--- src/design/uart_pkg.sv ---
package uart_pkg;

    // Clock cycles per divider tick
    localparam int CLK_DIV = 4;
    // Divider ticks per serial bit, so one bit is 16 clocks
    localparam int TICKS_PER_BIT = 4;
    // Wait from the start edge to the middle of the start bit
    localparam int HALF_BIT_TICKS = TICKS_PER_BIT / 2;
    // Two bit periods, used for the two stop bits and the error hold-off
    localparam int TWO_BIT_TICKS = 2 * TICKS_PER_BIT;
    localparam int DATA_BITS = 8;

    // Receive channels feeding the shared FIFO
    localparam int NUM_CH = 2;
    localparam int FIFO_DEPTH = 4;
    localparam int FIFO_PTR_W = $clog2(FIFO_DEPTH);

    typedef logic [DATA_BITS-1:0] byte_t;
    typedef logic [$clog2(NUM_CH)-1:0] chan_t;
    // Countdown of divider ticks inside one bit or delay
    typedef logic [3:0] tick_cnt_t;
    // Data bits still to shift
    typedef logic [3:0] bit_cnt_t;
    typedef logic [10:0] div_cnt_t;
    typedef logic [FIFO_PTR_W-1:0] fifo_ptr_t;
    // One bit wider than a pointer so a full FIFO is representable
    typedef logic [FIFO_PTR_W:0] fifo_cnt_t;

    // Byte tagged with the channel it arrived on
    typedef struct packed {
        chan_t chan;
        byte_t data;
    } fifo_word_t;

    typedef enum logic [2:0] {
        RX_IDLE,
        RX_CHECK_START,
        RX_READ_BITS,
        RX_CHECK_STOP,
        RX_ERROR,
        RX_RECEIVED,
        RX_DELAY_RESTART
    } rx_state_t;

    typedef enum logic [1:0] {
        TX_IDLE,
        TX_SENDING,
        TX_DELAY_RESTART
    } tx_state_t;

endpackage

--- src/design/uart_rx.sv ---
`timescale 1ns/10ps

module uart_rx (
    input  logic            clk,
    input  logic            rst_n,
    input  logic            rx,
    input  logic            grant,
    output logic            pending,
    output uart_pkg::byte_t data,
    output logic            rx_error,
    output logic            overrun
);
    import uart_pkg::*;

    rx_state_t state;
    div_cnt_t  div_cnt;
    tick_cnt_t countdown;
    bit_cnt_t  bits_left;
    byte_t     shift_reg;
    logic      tick;
    logic      expired;
    logic      stop_ok;

    // One divider tick every CLK_DIV clocks
    assign tick = (div_cnt == '0);
    // Countdown ends on the tick that would take it to zero
    assign expired = tick && (countdown == tick_cnt_t'(1));
    // Good stop bit seen at mid-bit, the byte is complete
    assign stop_ok = (state == RX_CHECK_STOP) && expired && rx;
    // Error state lasts exactly one cycle
    assign rx_error = (state == RX_ERROR);

    // Divider restarts on the falling start edge so sampling lands mid-bit
    always_ff @(posedge clk or negedge rst_n) begin
        if (!rst_n) begin
            div_cnt <= div_cnt_t'(CLK_DIV - 1);
        end else if (((state == RX_IDLE) && !rx) || tick) begin
            div_cnt <= div_cnt_t'(CLK_DIV - 1);
        end else begin
            div_cnt <= div_cnt - 1'b1;
        end
    end

    always_ff @(posedge clk or negedge rst_n) begin
        if (!rst_n) begin
            state     <= RX_IDLE;
            countdown <= '0;
            bits_left <= '0;
        end else begin
            // Free countdown, the state cases below override it when reloading
            if (tick && (countdown != '0)) begin
                countdown <= countdown - 1'b1;
            end
            case (state)
                RX_IDLE: begin
                    // Low line means a possible start bit
                    if (!rx) begin
                        countdown <= tick_cnt_t'(HALF_BIT_TICKS);
                        state     <= RX_CHECK_START;
                    end
                end
                RX_CHECK_START: begin
                    if (expired) begin
                        // Still low at mid start bit, frame accepted
                        if (!rx) begin
                            countdown <= tick_cnt_t'(TICKS_PER_BIT);
                            bits_left <= bit_cnt_t'(DATA_BITS);
                            state     <= RX_READ_BITS;
                        end else begin
                            state <= RX_ERROR;
                        end
                    end
                end
                RX_READ_BITS: begin
                    if (expired) begin
                        countdown <= tick_cnt_t'(TICKS_PER_BIT);
                        bits_left <= bits_left - 1'b1;
                        // Last data bit taken, next sample is the stop bit
                        if (bits_left == bit_cnt_t'(1)) begin
                            state <= RX_CHECK_STOP;
                        end
                    end
                end
                RX_CHECK_STOP: begin
                    if (expired) begin
                        state <= rx ? RX_RECEIVED : RX_ERROR;
                    end
                end
                RX_ERROR: begin
                    // Ignore the line for two bit periods
                    countdown <= tick_cnt_t'(TWO_BIT_TICKS);
                    state     <= RX_DELAY_RESTART;
                end
                RX_DELAY_RESTART: begin
                    if (expired) begin
                        state <= RX_IDLE;
                    end
                end
                RX_RECEIVED: begin
                    state <= RX_IDLE;
                end
                default: begin
                    state <= RX_IDLE;
                end
            endcase
        end
    end

    // LSB arrives first, shift in from the top
    always_ff @(posedge clk) begin
        if ((state == RX_READ_BITS) && expired) begin
            shift_reg <= {rx, shift_reg[DATA_BITS-1:1]};
        end
    end

    // Pending flag with overrun detection
    always_ff @(posedge clk or negedge rst_n) begin
        if (!rst_n) begin
            pending <= 1'b0;
            overrun <= 1'b0;
        end else begin
            overrun <= 1'b0;
            if (stop_ok && pending && !grant) begin
                // Held byte still waiting, the new one is lost
                overrun <= 1'b1;
            end else if (stop_ok) begin
                pending <= 1'b1;
            end else if (grant) begin
                pending <= 1'b0;
            end
        end
    end

    // Hold register, free when empty or being granted this cycle
    always_ff @(posedge clk) begin
        if (stop_ok && (!pending || grant)) begin
            data <= shift_reg;
        end
    end

endmodule

--- src/design/uart_tx.sv ---
`timescale 1ns/10ps

module uart_tx (
    input  logic                 clk,
    input  logic                 rst_n,
    input  logic                 fifo_empty,
    input  uart_pkg::fifo_word_t head,
    output logic                 pop,
    output logic                 tx,
    output logic                 tx_busy,
    output uart_pkg::chan_t      tx_chan
);
    import uart_pkg::*;

    tx_state_t state;
    div_cnt_t  div_cnt;
    tick_cnt_t countdown;
    bit_cnt_t  bits_left;
    byte_t     shift_reg;
    logic      tick;
    logic      expired;

    // Take the head word whenever idle and something is queued
    assign pop = (state == TX_IDLE) && !fifo_empty;
    assign tx_busy = (state != TX_IDLE);
    assign tick = (div_cnt == '0);
    assign expired = tick && (countdown == tick_cnt_t'(1));

    // Divider aligned to the start bit edge
    always_ff @(posedge clk or negedge rst_n) begin
        if (!rst_n) begin
            div_cnt <= div_cnt_t'(CLK_DIV - 1);
        end else if (pop || tick) begin
            div_cnt <= div_cnt_t'(CLK_DIV - 1);
        end else begin
            div_cnt <= div_cnt - 1'b1;
        end
    end

    always_ff @(posedge clk or negedge rst_n) begin
        if (!rst_n) begin
            state     <= TX_IDLE;
            tx        <= 1'b1;
            countdown <= '0;
            bits_left <= '0;
            tx_chan   <= '0;
        end else begin
            if (tick && (countdown != '0)) begin
                countdown <= countdown - 1'b1;
            end
            case (state)
                TX_IDLE: begin
                    // Start bit goes out on the same edge as the pop
                    if (pop) begin
                        tx        <= 1'b0;
                        countdown <= tick_cnt_t'(TICKS_PER_BIT);
                        bits_left <= bit_cnt_t'(DATA_BITS);
                        tx_chan   <= head.chan;
                        state     <= TX_SENDING;
                    end
                end
                TX_SENDING: begin
                    if (expired) begin
                        if (bits_left != '0) begin
                            tx        <= shift_reg[0];
                            bits_left <= bits_left - 1'b1;
                            countdown <= tick_cnt_t'(TICKS_PER_BIT);
                        end else begin
                            // Both stop bits as one long high period
                            tx        <= 1'b1;
                            countdown <= tick_cnt_t'(TWO_BIT_TICKS);
                            state     <= TX_DELAY_RESTART;
                        end
                    end
                end
                TX_DELAY_RESTART: begin
                    if (expired) begin
                        state <= TX_IDLE;
                    end
                end
                default: begin
                    state <= TX_IDLE;
                end
            endcase
        end
    end

    // Data shifts out LSB first
    always_ff @(posedge clk) begin
        if (pop) begin
            shift_reg <= head.data;
        end else if ((state == TX_SENDING) && expired && (bits_left != '0)) begin
            shift_reg <= {1'b0, shift_reg[DATA_BITS-1:1]};
        end
    end

endmodule

--- src/design/rx_arbiter.sv ---
`timescale 1ns/10ps

module rx_arbiter (
    input  logic                                  clk,
    input  logic                                  rst_n,
    input  logic [uart_pkg::NUM_CH-1:0]           pending,
    input  uart_pkg::byte_t [uart_pkg::NUM_CH-1:0] data,
    input  logic                                  fifo_full,
    output logic [uart_pkg::NUM_CH-1:0]           grant,
    output logic                                  wr_en,
    output uart_pkg::fifo_word_t                  wr_word
);
    import uart_pkg::*;

    chan_t last_grant;

    // Search starts one past the last winner, first pending one takes the port
    always_comb begin
        chan_t idx;
        logic  found;
        grant   = '0;
        wr_en   = 1'b0;
        wr_word = '0;
        found   = 1'b0;
        idx     = '0;
        for (int i = 1; i <= NUM_CH; i++) begin
            idx = chan_t'((int'(last_grant) + i) % NUM_CH);
            // Full FIFO stalls everyone, bytes stay in the engines
            if (!found && pending[idx] && !fifo_full) begin
                found        = 1'b1;
                grant[idx]   = 1'b1;
                wr_en        = 1'b1;
                wr_word.chan = idx;
                wr_word.data = data[idx];
            end
        end
    end

    // Starting at the last channel makes channel 0 win the first tie
    always_ff @(posedge clk or negedge rst_n) begin
        if (!rst_n) begin
            last_grant <= chan_t'(NUM_CH - 1);
        end else if (wr_en) begin
            last_grant <= wr_word.chan;
        end
    end

endmodule

--- src/design/byte_fifo.sv ---
`timescale 1ns/10ps

module byte_fifo (
    input  logic                 clk,
    input  logic                 rst_n,
    input  logic                 wr_en,
    input  uart_pkg::fifo_word_t wr_word,
    input  logic                 rd_en,
    output uart_pkg::fifo_word_t head,
    output logic                 full,
    output logic                 empty
);
    import uart_pkg::*;

    fifo_word_t mem [FIFO_DEPTH];
    fifo_ptr_t  wr_ptr;
    fifo_ptr_t  rd_ptr;
    fifo_cnt_t  count;
    logic       push;
    logic       pull;

    assign full = (count == fifo_cnt_t'(FIFO_DEPTH));
    assign empty = (count == '0);
    // Writes to a full or reads from an empty buffer are ignored
    assign push = wr_en && !full;
    assign pull = rd_en && !empty;
    // Head is read straight from storage
    assign head = mem[rd_ptr];

    always_ff @(posedge clk or negedge rst_n) begin
        if (!rst_n) begin
            wr_ptr <= '0;
            rd_ptr <= '0;
            count  <= '0;
        end else begin
            if (push) begin
                wr_ptr <= (wr_ptr == fifo_ptr_t'(FIFO_DEPTH - 1)) ? '0 : wr_ptr + 1'b1;
            end
            if (pull) begin
                rd_ptr <= (rd_ptr == fifo_ptr_t'(FIFO_DEPTH - 1)) ? '0 : rd_ptr + 1'b1;
            end
            // Push and pop together leave the count unchanged
            case ({push, pull})
                2'b10:   count <= count + 1'b1;
                2'b01:   count <= count - 1'b1;
                default: count <= count;
            endcase
        end
    end

    always_ff @(posedge clk) begin
        if (push) begin
            mem[wr_ptr] <= wr_word;
        end
    end

endmodule

--- src/design/uart_concentrator.sv ---
`timescale 1ns/10ps

module uart_concentrator (
    input  logic                        clk,
    input  logic                        rst_n,
    input  logic [uart_pkg::NUM_CH-1:0] rx,
    output logic                        tx,
    output logic                        tx_busy,
    output uart_pkg::chan_t             tx_chan,
    output logic [uart_pkg::NUM_CH-1:0] rx_error,
    output logic [uart_pkg::NUM_CH-1:0] overrun
);
    import uart_pkg::*;

    logic [NUM_CH-1:0]  pending;
    logic [NUM_CH-1:0]  grant;
    byte_t [NUM_CH-1:0] rx_data;
    logic               fifo_wr_en;
    logic               fifo_full;
    logic               fifo_empty;
    logic               fifo_pop;
    fifo_word_t         fifo_wr_word;
    fifo_word_t         fifo_head;

    // One receive engine per input line
    for (genvar ch = 0; ch < NUM_CH; ch++) begin : g_rx
        uart_rx u_rx (
            .clk      (clk),
            .rst_n    (rst_n),
            .rx       (rx[ch]),
            .grant    (grant[ch]),
            .pending  (pending[ch]),
            .data     (rx_data[ch]),
            .rx_error (rx_error[ch]),
            .overrun  (overrun[ch])
        );
    end

    rx_arbiter u_arbiter (
        .clk       (clk),
        .rst_n     (rst_n),
        .pending   (pending),
        .data      (rx_data),
        .fifo_full (fifo_full),
        .grant     (grant),
        .wr_en     (fifo_wr_en),
        .wr_word   (fifo_wr_word)
    );

    byte_fifo u_fifo (
        .clk     (clk),
        .rst_n   (rst_n),
        .wr_en   (fifo_wr_en),
        .wr_word (fifo_wr_word),
        .rd_en   (fifo_pop),
        .head    (fifo_head),
        .full    (fifo_full),
        .empty   (fifo_empty)
    );

    // Single outgoing line, tagged with the source channel
    uart_tx u_tx (
        .clk        (clk),
        .rst_n      (rst_n),
        .fifo_empty (fifo_empty),
        .head       (fifo_head),
        .pop        (fifo_pop),
        .tx         (tx),
        .tx_busy    (tx_busy),
        .tx_chan    (tx_chan)
    );

endmodule

--- config.mk ---
export PLATFORM = sky130hd
export DESIGN_NAME = uart_concentrator
export DESIGN_NICKNAME = d
export VERILOG_FILES = /design/src/design/uart_pkg.sv /design/src/design/uart_rx.sv /design/src/design/uart_tx.sv /design/src/design/rx_arbiter.sv /design/src/design/byte_fifo.sv /design/src/design/uart_concentrator.sv
export SDC_FILE = /design/constraint.sdc
export NUM_CORES = 1
export LEC_CHECK = 0
export BUFFER_PORTS_ARGS = -buffer_cell sky130_fd_sc_hd__buf_2
export CORE_AREA = 2 2 100 141
export DETAILED_ROUTE_END_ITERATION = 10
export DIE_AREA = 0 0 102 143
export GPL_ROUTABILITY_DRIVEN = 0
export MAX_ROUTING_LAYER = met4
export PLACE_DENSITY = 0.75
export SETUP_SLACK_MARGIN = 0.1
export SYNTH_ARGS = -nofsm -noshare
export SYNTH_HDL_FRONTEND = slang
export SYNTH_HIERARCHICAL = 1
export SYNTH_SLANG_ARGS = --single-unit
--- constraint.sdc ---
create_clock -name clk -period 2.25 [get_ports clk]
set_input_delay 0.45 -clock clk [delete_from_list [all_inputs] [get_ports clk]]
set_output_delay 0.45 -clock clk [all_outputs]
set_load 0.005 [all_outputs]
==> metrics.md, run 1 <==
| Metric | Value |
|---|---|
| Data required time of the worst path | `2590 ps` |
| PwrDens | `767.8 nW/um^2` |
| Final Max Tran Viols | `0` |
| Worst-path clk slew | `roughly 60 ps` |
| Post-route minimum period | `2065 ps` |
| Die height | `143 um` |
| Syn Area/Cell | `12.56 um^2` |
| Hold Path Sink | `g_rx[0].u_rx/shift_reg[7]` |
| Leak Pwr | `3.548 nW` |
| Synth Cell Area | `7498 um^2` |
| Top cell type by total area after synthesis | `edfxtp_1` |
| Final setup viols | `0` |
| Post-synthesis cell count | `around 600` |
| Worst hold path type | `primary input to flip-flop` |
| WP data arrival | `2400 ps` |
| Vias in the first global route | `4845` |
| Hold path depth | `1` |
| Starting density of the core | `~57%` |
| Number of synthesized flops with an enable pin | `76` |
| ANT cells | `0` |
| Die ar. | `14590 um^2` |
| Clk_lat worst skew | `420 ps` |
| Post-DP HPWL | `8995 um` |
| Yosys reg bits | `approximately 160` |
| Initial antenna violation count | `0` |
| Most used DFF post-synth | `edfxtp_1` |
| Biggest regs | `u_fifo/mem x36, g_rx.u_rx/div_cnt x22` |
| Post-Layout Cell Count | `828` |
| Num Clock Sinks | `155` |
| Core outline area | `13260 um^2` |
| Share of cells above drive strength 1 | `~23%` |
| Most Crowded Layer GR | `met2` |
| WS Path Type | `flip-flop to flip-flop` |
| First-pass GRT wire length | `22610 um` |
| Initial drt markers | `232` |
| Yosys warnings | `6` |
| Startpoint types | `flip-flop` |
| Routed WL per cell | `15.71 um` |
| Unrepaired setup endpoints after global routing | `true` |
| DRC Markers | `0` |
| Synth top area share | `30.44%` |
| DR pass1 iterations | `4` |
| Most used standard cell by instance count after synthesis | `edfxtp_1` |
| Reg2reg start | `u_fifo/count[0]` |
| Area contributors post-synth | `edfxtp_1, dfrtp_1, ha_1` |
| DR vias/cell | `roughly 5.6` |
| Total Wirelength | `between 10000 and 15000 um` |
| Total power | `6.566 mW` |
| Met2 usage | `35.73%` |
| Tcrit/Tclk final | `91.76%` |
| FP Rows | `50` |
| Run status | `complete, no violations` |
| Area growth, synth to finish | `14.05%` |
| CTS tree | `built` |
| Peak supply drop | `677.8 uV` |
| Max reg flops | `36` |
| Max transition margin | `44.12%` |
| Worst setup margin | `between 150 and 200 ps` |
| Largest net degree at the start of global routing | `56` |
| Crit Path Max Fanout | `3` |
| Worst Tran Pin Value | `836.4 ps` |
| GRT met1 Usage | `22.64%` |
| Total track usage | `20.60%` |
| Critical R2R Capture | `u_fifo/count[2]` |
| Met3 Usage GRT | `4.405%` |
| CTS root buf | `clkbuf_16` |
| Num ports | `11` |
| Max cap viols | `0` |
| Min Hold Slack | `325.8 ps` |
| Synth unique cells | `78` |
| Worst Skew | `7.647 ps` |
| Worst Hold Launch | `rx[0]` |
| CTS Buffer Depth | `2` |
| PortBufs | `10` |
| Count of final hold-check violations | `0` |
| Commonest cells in the netlist | `edfxtp_1, dfrtp_1, nor2_1, nand2_1, inv_1` |
| H-tree levels | `4` |
| Reg2reg path depth | `11` |
| FF-to-FF setup slack | `~190 ps` |
| Crit path launch | `u_fifo/count[0]` |
| CP Capture Type | `flip-flop` |
| Antenna-violating nets left | `0` |
| Post-synthesis sequential area ratio | `~57%` |
| GRT Residual Overflow | `0` |
| Cell total after placement | `789` |
| Vias | `4613` |
| Fraction of registers with async set/reset | `50.97%` |
| Fmax | `484.3 MHz` |
| CTS Buf Count | `17` |
| Mapped Nets | `between 600 and 700` |
| Largest Register | `u_fifo/mem` |
| Setup WS pre-CTS | `29.28 ps` |
| Die width | `102 um` |
| Number of nets in the layout | `659` |
==> cell usage in the layout (no fill, tap or decap), types with 9 or more instances in the layout <==
| cell type | synthesis | layout |
|---|---|---|
| a21oi_1 | 12 | 12 |
| buf_4 | 3 | 27 |
| nor2_1 | 54 | 54 |
| ha_1 | 21 | 20 |
| xnor2_1 | 21 | 21 |
| edfxtp_1 | 76 | 76 |
| buf_2 | 8 | 9 |
| nor3_1 | 9 | 9 |
| clkbuf_16 | 0 | 20 |
| dfrtp_1 | 71 | 70 |
| inv_1 | 33 | 31 |
| nand2_1 | 47 | 47 |
| mux4_2 | 9 | 9 |
| nand2b_1 | 25 | 25 |
| nor3b_1 | 10 | 10 |
==> how the worst max path moves through the flow <==
| stage | end | cells past startpoint |
|---|---|---|
| detailed placement | u_fifo/count[2] | 11 |
| CTS | u_fifo/count[2] | 11 |
| global route | u_fifo/count[2] | 11 |
| finish | u_fifo/count[2] | 11 |
| floorplan | u_fifo/count[2] | 13 |
| global placement | u_fifo/count[2] | 11 |
==> worst max-delay path, cell delays in order (launching register included) <==
cell	delay, ps
dfrtp_2	440
buf_12	130
nor3b_4	210
buf_4	160
nor2b_4	40
inv_1	50
ha_2	180
inv_1	50
fa_2	330
xor2_1	140
nor2_1	110
xor2_1	160
==> power breakdown <==
group          internal, mW  switching (mW)
logic                 0.191           0.230
clock network          1.76            1.08
registers              3.10           0.204
==> per-layer routing <==
| metal | routed length [um] | up-vias |
|---|---|---|
| met5 | 0 | - |
| met4 | 269 | 0 |
| met3 | 316 | 24 |
| met2 | 7093 | 63 |
| met1 | 5329 | 2288 |
| li1 | - | 2238 |
==> cells by family after synthesis <==
group                      synth area share (%)
AOI/OAI and AO/OA                         7.475
adders and majority gates                 4.038
xor gates and xnor gates                  3.387
DFF                                       56.93
muxes                                     4.806
and+or+nand+nor                           20.07
buffers and inverters                     3.287
==> per-stage QoR <==
stage / util, % / instance area (um^2) / setup TNS [ps]
2_1_floorplan: - / 7511 / -49.96
3_3_place_gp: 59.13 / 7843 / 0
3_5_place_dp: 59.13 / 7843 / 0
4_1_cts: 64.17 / 8511 / 0
5_1_grt: 64.48 / 8552 / 0
6_report: 64.48 / 8552 / 0
==> area by class of cell <==
class                   instances  area, um^2
repair buffers                 39       297.8
flip-flops and latches        155        4270
inverters                      34       130.1
well taps                     182       227.7
fillers                      1032        4711
clock inverters                 9       78.83
multi-input cells             386        3022
clock buffers                  23       525.5
==> timing repair <==
| action | CTS | global route |
|---|---|---|
| hold endpoints to repair | 23 | 0 |
| endpoints found under the setup margin | 9 | 38 |
| gates resized for setup | 7 | 5 |
| hold buffers | 1 | 0 |
| gates cloned | 0 | 0 |
| buffers inserted | 3 | 3 |
| pin swaps | 4 | 5 |
Power figures use the tool's default switching activity.
==> run 2, diff against run 1 <==
--- a/config.mk
+++ b/config.mk
@@ -17,3 +17,4 @@
 export SYNTH_HDL_FRONTEND = slang
 export SYNTH_HIERARCHICAL = 1
 export SYNTH_SLANG_ARGS = --single-unit
+export TNS_END_PERCENT = 50
==> constraint.sdc (replaced) <==
create_clock -name clk -period 2.25 [get_ports clk]
set_input_delay 0.45 -clock clk [delete_from_list [all_inputs] [get_ports clk]]
set_output_delay 0.45 -clock clk [all_outputs]
set_load 0.01 [all_outputs]
==> metrics.md, run 2 (synthesis results as in run 1) <==
| Metric | Value |
|---|---|
| First-pass GRT wire length | `23150 um (+2.4%)` |
| Reg2reg start | `u_fifo/count[1]` |
| Sequence of cells on the critical path | `nor3_2, or3_4, inv_4, nand2b_4, inv_2, ha_4, inv_2, fa_2, xor2_1, nor2_1, xor2_1` |
| CP Capture Type | `flip-flop` |
| Hold Path Sink | `g_rx[1].u_rx/shift_reg[7]` |
| Post-route minimum period | `2119 ps (+54.66 ps)` |
| Min Hold Slack | `334.2 ps (+8.471 ps)` |
| Share of cells above drive strength 1 | `23.96% (+0.74 points)` |
| Worst Tran Pin Value | `844.2 ps (+7.814 ps)` |
| DR vias/cell | `5.619 (+0.87%)` |
| Crit. path cell count | `11 (unchanged)` |
| Worst setup margin | `130.7 ps (-54.66 ps)` |
| Num ports | `11 (unchanged)` |
| Worst-path clk slew | `60 ps (about the same)` |
| Largest stage delay on the critical path | `400 ps (-40 ps)` |
| Vias | `4681 (+1.5%)` |
| Final setup viols | `0 (unchanged)` |
| Tcrit/Tclk final | `94.19% (+2.4 points)` |
| H-tree levels | `4 (unchanged)` |
| Worst hold path type | `primary input to flip-flop` |
| Startpoint types | `flip-flop` |
| Max reg flops | `36 (unchanged)` |
| Hold path depth | `1 (unchanged)` |
| Data required time of the worst path | `2600 ps (about the same)` |
| Number of nets in the layout | `664 (+0.76%)` |
| Area growth, synth to finish | `15.15%` |
| CTS Buf Count | `17 (unchanged)` |
| Unrepaired setup endpoints after global routing | `true` |
| Biggest regs | `u_fifo/mem x36, g_rx.u_rx/div_cnt x22` |
| Largest net degree at the start of global routing | `68 (+21%)` |
| Initial drt markers | `194 (-16%)` |
| ANT cells | `0 (unchanged)` |
| Initial antenna violation count | `0 (unchanged)` |
| Worst Hold Launch | `rx[1]` |
| Count of final hold-check violations | `0 (unchanged)` |
| Die ar. | `14590 um^2 (unchanged)` |
| Post-DP HPWL | `9212 um (+2.4%)` |
| Routed WL per cell | `16.34 um (+4.0%)` |
| PwrDens | `784.6 nW/um^2 (+2.2%)` |
| Die width | `102 um (unchanged)` |
| Starting density of the core | `56.54% (unchanged)` |
| Slowest CP cell | `dfrtp_1` |
| Worst path buffer plus inverter count | `3 (-1)` |
| GRT Residual Overflow | `0 (unchanged)` |
| Fillcell total | `973 (-5.7%)` |
| WS Path Type | `flip-flop to flip-flop` |
| Fmax | `471.8 MHz (-2.6%)` |
| FF-to-FF setup slack | `130 ps (-50 ps)` |
| Commonest non-fill, non-tap cell in the layout | `edfxtp_1` |
| Max transition margin | `43.60% (-0.52 points)` |
| FP Rows | `50 (unchanged)` |
| Peak supply drop | `472.7 uV (-30%)` |
| PortBufs | `10 (unchanged)` |
| CTS Buffer Depth | `2 (unchanged)` |
| Clk_lat worst skew | `420 ps (about the same)` |
| Crit Path Max Fanout | `3 (unchanged)` |
| DR pass1 iterations | `7 (+3)` |
| Die height | `143 um (unchanged)` |
| Leak Pwr | `3.554 nW (+0.18%)` |
| Num Clock Sinks | `155 (unchanged)` |
| Total Wirelength | `13610 um (+4.6%)` |
| CTS tree | `built` |
| Reg2reg path depth | `11 (unchanged)` |
| DRC Markers | `0 (unchanged)` |
| Core outline area | `13260 um^2 (unchanged)` |
| Final Max Tran Viols | `0 (unchanged)` |
| CTS root buf | `clkbuf_16` |
| Setup WS pre-CTS | `-34.57 ps (-63.85 ps)` |
| Top delay family on crit path | `simple AND/OR/NAND/NOR gates` |
| Max cap viols | `0 (unchanged)` |
| Largest Register | `u_fifo/mem` |
| Vias in the first global route | `4884 (+0.80%)` |
| Antenna-violating nets left | `0 (unchanged)` |
| Critical R2R Capture | `u_fifo/count[2]` |
| Run status | `complete, no violations` |
| Final setup TNS | `0 ps (unchanged)` |
| Most frequent cells in the layout | `edfxtp_1, dfrtp_1, nor2_1` |
| Total track usage | `21.22% (+0.62 points)` |
| Worst Skew | `6.499 ps (-1.149 ps)` |
| WP data arrival | `2470 ps (+70 ps)` |
run 2: cell count changes in the layout (fill, tap and decap cells not counted), moves of 3 or more:
cell	change
buf_4	+4
bufinv_16	+3
clkbuf_16	-3
clkinv_2	-5
clkinvlp_4	+3
inv_1	-3
inv_2	+3
run 2: power by group:
part,leakage (nW),total (mW),internal [mW],switching [mW]
Combinational,1.61,0.426,0.192,0.233
Clock,0.298,3.02,1.89,1.13
Sequential,1.65,3.33,3.10,0.235
Total,3.55,6.77,5.18,1.60
run 2: worst max path at each step:
stage / to / slack, ps / start
after floorplan: u_fifo/count[2] / -50 / u_fifo/count[0]
after global placement: u_fifo/count[2] / 110 / u_fifo/count[0]
after detailed placement: u_fifo/count[2] / -30 / u_fifo/count[0]
after CTS: u_fifo/count[2] / 90 / u_fifo/count[1]
after global routing: u_fifo/count[2] / 50 / u_fifo/count[1]
final: u_fifo/count[2] / 130 / u_fifo/count[1]
run 2: layout make-up:
cell class,count,area [um^2],area share [%]
clock inverter,14,193.9,2.246
multi-input combinational,386,3043,35.24
tap,182,227.7,2.637
clock buffer,18,439.2,5.086
sequential,155,4270,49.46
inverter,34,130.1,1.507
timing repair buffer,44,330.3,3.826
run 2: per-layer routing:
metal	vias to the layer above	wire length [um]	global-route usage, %
met5	-	0	-
met2	87	7384	36.08
li1	2254	-	-
met3	20	421	5.972
met1	2320	5562	23.80
met4	0	240	7.509
run 2: worst register-to-register path: cells and delay by family (launching register included):
family	cells	cell delay [ps]
XOR/XNOR	2	310
adder cells (fa/ha/maj)	2	520
buffers and inverters	3	190
flip-flops	1	400
AND/OR/NAND/NOR	4	630
run 2: per-stage QoR:
stage | utilization [%] | instances | area (um^2) | power, mW
after floorplan | - | 597 | 7508 | 3.603
after global placement | 59.17 | 790 | 7848 | 3.733
after detailed placement | 59.17 | 790 | 7848 | 3.767
after CTS | 64.30 | 826 | 8528 | 6.811
after global routing | 65.10 | 833 | 8635 | 7.038
final | 65.10 | 833 | 8635 | 6.775
run 2: repair_timing:
| action | CTS | global route |
|---|---|---|
| setup buffers | 3 | 7 |
| endpoints found under the setup margin | 17 | 47 |
| pin swaps | 3 | 8 |
| gates cloned | 0 | 0 |
| resized for setup | 5 | 14 |
| endpoints found under the hold margin | 11 | 0 |
| hold buffers | 1 | 0 |
==> run 3, diff against run 2 <==
--- a/config.mk
+++ b/config.mk
@@ -11,7 +11,7 @@
 export DIE_AREA = 0 0 102 143
 export GPL_ROUTABILITY_DRIVEN = 0
 export MAX_ROUTING_LAYER = met4
-export PLACE_DENSITY = 0.75
+export PLACE_DENSITY = 0.71
 export SETUP_SLACK_MARGIN = 0.1
 export SYNTH_ARGS = -nofsm -noshare
 export SYNTH_HDL_FRONTEND = slang
==> metrics.md, run 3 (synthesis results as in run 1) <==
| Metric | Value |
|---|---|
| DRC Markers | `0 (unchanged)` |
| Hold path depth | `1 (unchanged)` |
| FF-to-FF setup slack | `170 ps (+40 ps)` |
| WS Path Type | `flip-flop to flip-flop` |
| Worst Skew | `10.38 ps (+3.886 ps)` |
| Setup WS pre-CTS | `35.86 ps (+70.42 ps)` |
| Num ports | `11 (unchanged)` |
| Max transition margin | `41.37% (-2.2 points)` |
| Post-route minimum period | `2078 ps (-40.97 ps)` |
| Worst-path clk slew | `60 ps (about the same)` |
| Final Max Tran Viols | `0 (unchanged)` |
| Total track usage | `20.35% (-0.87 points)` |
| Tcrit/Tclk final | `92.37% (-1.8 points)` |
| Antenna-violating nets left | `0 (unchanged)` |
| Leak Pwr | `3.535 nW (-0.55%)` |
| Max cap viols | `0 (unchanged)` |
| Run status | `complete, no violations` |
| Worst Tran Pin Value | `877.7 ps (+33.47 ps)` |
| Hold Path Sink | `g_rx[1].u_rx/shift_reg[7]` |
| WP data arrival | `2410 ps (-60 ps)` |
| DR vias/cell | `5.567 (-0.93%)` |
| Commonest non-fill, non-tap cell in the layout | `edfxtp_1` |
| Crit Path Max Fanout | `3 (unchanged)` |
| Largest net degree at the start of global routing | `69 (+1.5%)` |
| Final setup viols | `0 (unchanged)` |
| CTS root buf | `clkbuf_16` |
| Core outline area | `13260 um^2 (unchanged)` |
| GRT Residual Overflow | `0 (unchanged)` |
| Biggest regs | `u_fifo/mem x36, g_rx.u_rx/div_cnt x22` |
| Unrepaired setup endpoints after global routing | `true` |
| Initial drt markers | `193 (-0.52%)` |
| Reg2reg start | `u_fifo/count[1]` |
| Worst setup margin | `171.6 ps (+40.97 ps)` |
| Min Hold Slack | `332.3 ps (-1.904 ps)` |
| PortBufs | `10 (unchanged)` |
| Fmax | `481.1 MHz (+2.0%)` |
| Die ar. | `14590 um^2 (unchanged)` |
| Number of nets in the layout | `658 (-0.90%)` |
| Total power | `6.748 mW (-0.40%)` |
| H-tree levels | `4 (unchanged)` |
| DR pass1 iterations | `4 (-3)` |
| Most frequent cells in the layout | `edfxtp_1, dfrtp_1, nor2_1` |
| Vias | `4604 (-1.6%)` |
| Peak supply drop | `498.9 uV (+5.6%)` |
| PwrDens | `785.3 nW/um^2 (about the same)` |
| Final setup TNS | `0 ps (unchanged)` |
| Total Wirelength | `13170 um (-3.2%)` |
| Area growth, synth to finish | `14.60%` |
| First-pass GRT wire length | `22290 um (-3.7%)` |
| Num Clock Sinks | `155 (unchanged)` |
| CP Capture Type | `flip-flop` |
| Routed WL per cell | `15.93 um (-2.5%)` |
| ANT cells | `0 (unchanged)` |
| CTS Buf Count | `17 (unchanged)` |
| Reg2reg path depth | `11 (unchanged)` |
| Post-DP HPWL | `9063 um (-1.6%)` |
| Worst Hold Launch | `rx[1]` |
| Startpoint types | `flip-flop` |
| CTS tree | `built` |
| Clk_lat worst skew | `420 ps (about the same)` |
| CTS Buffer Depth | `2 (unchanged)` |
| Largest Register | `u_fifo/mem` |
| Max reg flops | `36 (unchanged)` |
| Share of cells above drive strength 1 | `22.64% (-1.3 points)` |
| FP Rows | `50 (unchanged)` |
| Worst hold path type | `primary input to flip-flop` |
| Count of final hold-check violations | `0 (unchanged)` |
| Data required time of the worst path | `2580 ps (-20 ps)` |
| Initial antenna violation count | `0 (unchanged)` |
| Die width | `102 um (unchanged)` |
| Die height | `143 um (unchanged)` |
| Starting density of the core | `56.54% (unchanged)` |
| Critical R2R Capture | `u_fifo/count[2]` |
| Vias in the first global route | `4600 (-5.8%)` |
[run 3: cell types whose count changed in the layout (fill, tap and decap cells not counted), moves of 2 or more]
| cell | before | now |
|---|---|---|
| ha_1 | 18 | 20 |
| buf_4 | 31 | 26 |
| inv_2 | 5 | 3 |
| inv_1 | 28 | 30 |
| clkinv_4 | 3 | 5 |
[run 3: worst max-delay path by stage]
stage               slack, ps  depth (start not counted)       startpoint         endpoint
finish                    170                         11  u_fifo/count[1]  u_fifo/count[2]
floorplan                 -50                         13  u_fifo/count[0]  u_fifo/count[2]
global placement          150                         11  u_fifo/count[1]  u_fifo/count[2]
CTS                       110                         11  u_fifo/count[1]  u_fifo/count[2]
global route               50                         11  u_fifo/count[1]  u_fifo/count[2]
detailed placement         40                         11  u_fifo/count[1]  u_fifo/count[2]
[run 3: power by group]
part           leakage (nW)  switching, mW  internal (mW)
clock                 0.301           1.12           1.89
combinational          1.58          0.220          0.191
sequential             1.65          0.222           3.10
[run 3: cell type report]
type / instances / area [um^2]
Fill cell: 1000 / 4669
Timing Repair Buffer: 38 / 281.5
Clock inverter: 13 / 191.4
Clock buffer: 19 / 442.9
Tap cell: 182 / 227.7
Multi-Input combinational cell: 386 / 3050
Inverter: 34 / 130.1
Sequential cell: 155 / 4269
[run 3: layer usage]
layer	vias to the layer above	part of all wire, %	GRT usage (%)
met3	17	2.2	3.916
met4	0	1.8	7.649
met5	-	0	-
met1	2278	41	23.07
li1	2241	-	-
met2	68	55	35.39
[run 3: through the flow]
stage          cell area, um^2  utilization (%)  cells
3_3_place_gp              7833            59.06    788
3_5_place_dp              7833            59.06    788
2_1_floorplan             7508                -    597
6_report                  8593            64.79    827
5_1_grt                   8593            64.79    827
4_1_cts                   8497            64.07    822
[run 3: what timing repair did]
item | 4_1_cts | 5_1_grt
endpoints found under the hold margin | 10 | 0
setup endpoints to repair | 1 | 32
hold buffers | 1 | 0
setup buffers | 1 | 5
gates resized for setup | 5 | 10
pin swaps | 1 | 6
[run 3: worst max-delay path, cell delays in order, from the launching register on]
cell,delay [ps]
dfrtp_1,410
buf_4,160
nor3b_4,240
nor2_1,60
nor2b_4,130
inv_2,60
ha_4,130
inv_1,50
fa_2,330
xor2_1,140
nor2_1,110
xor2_1,160
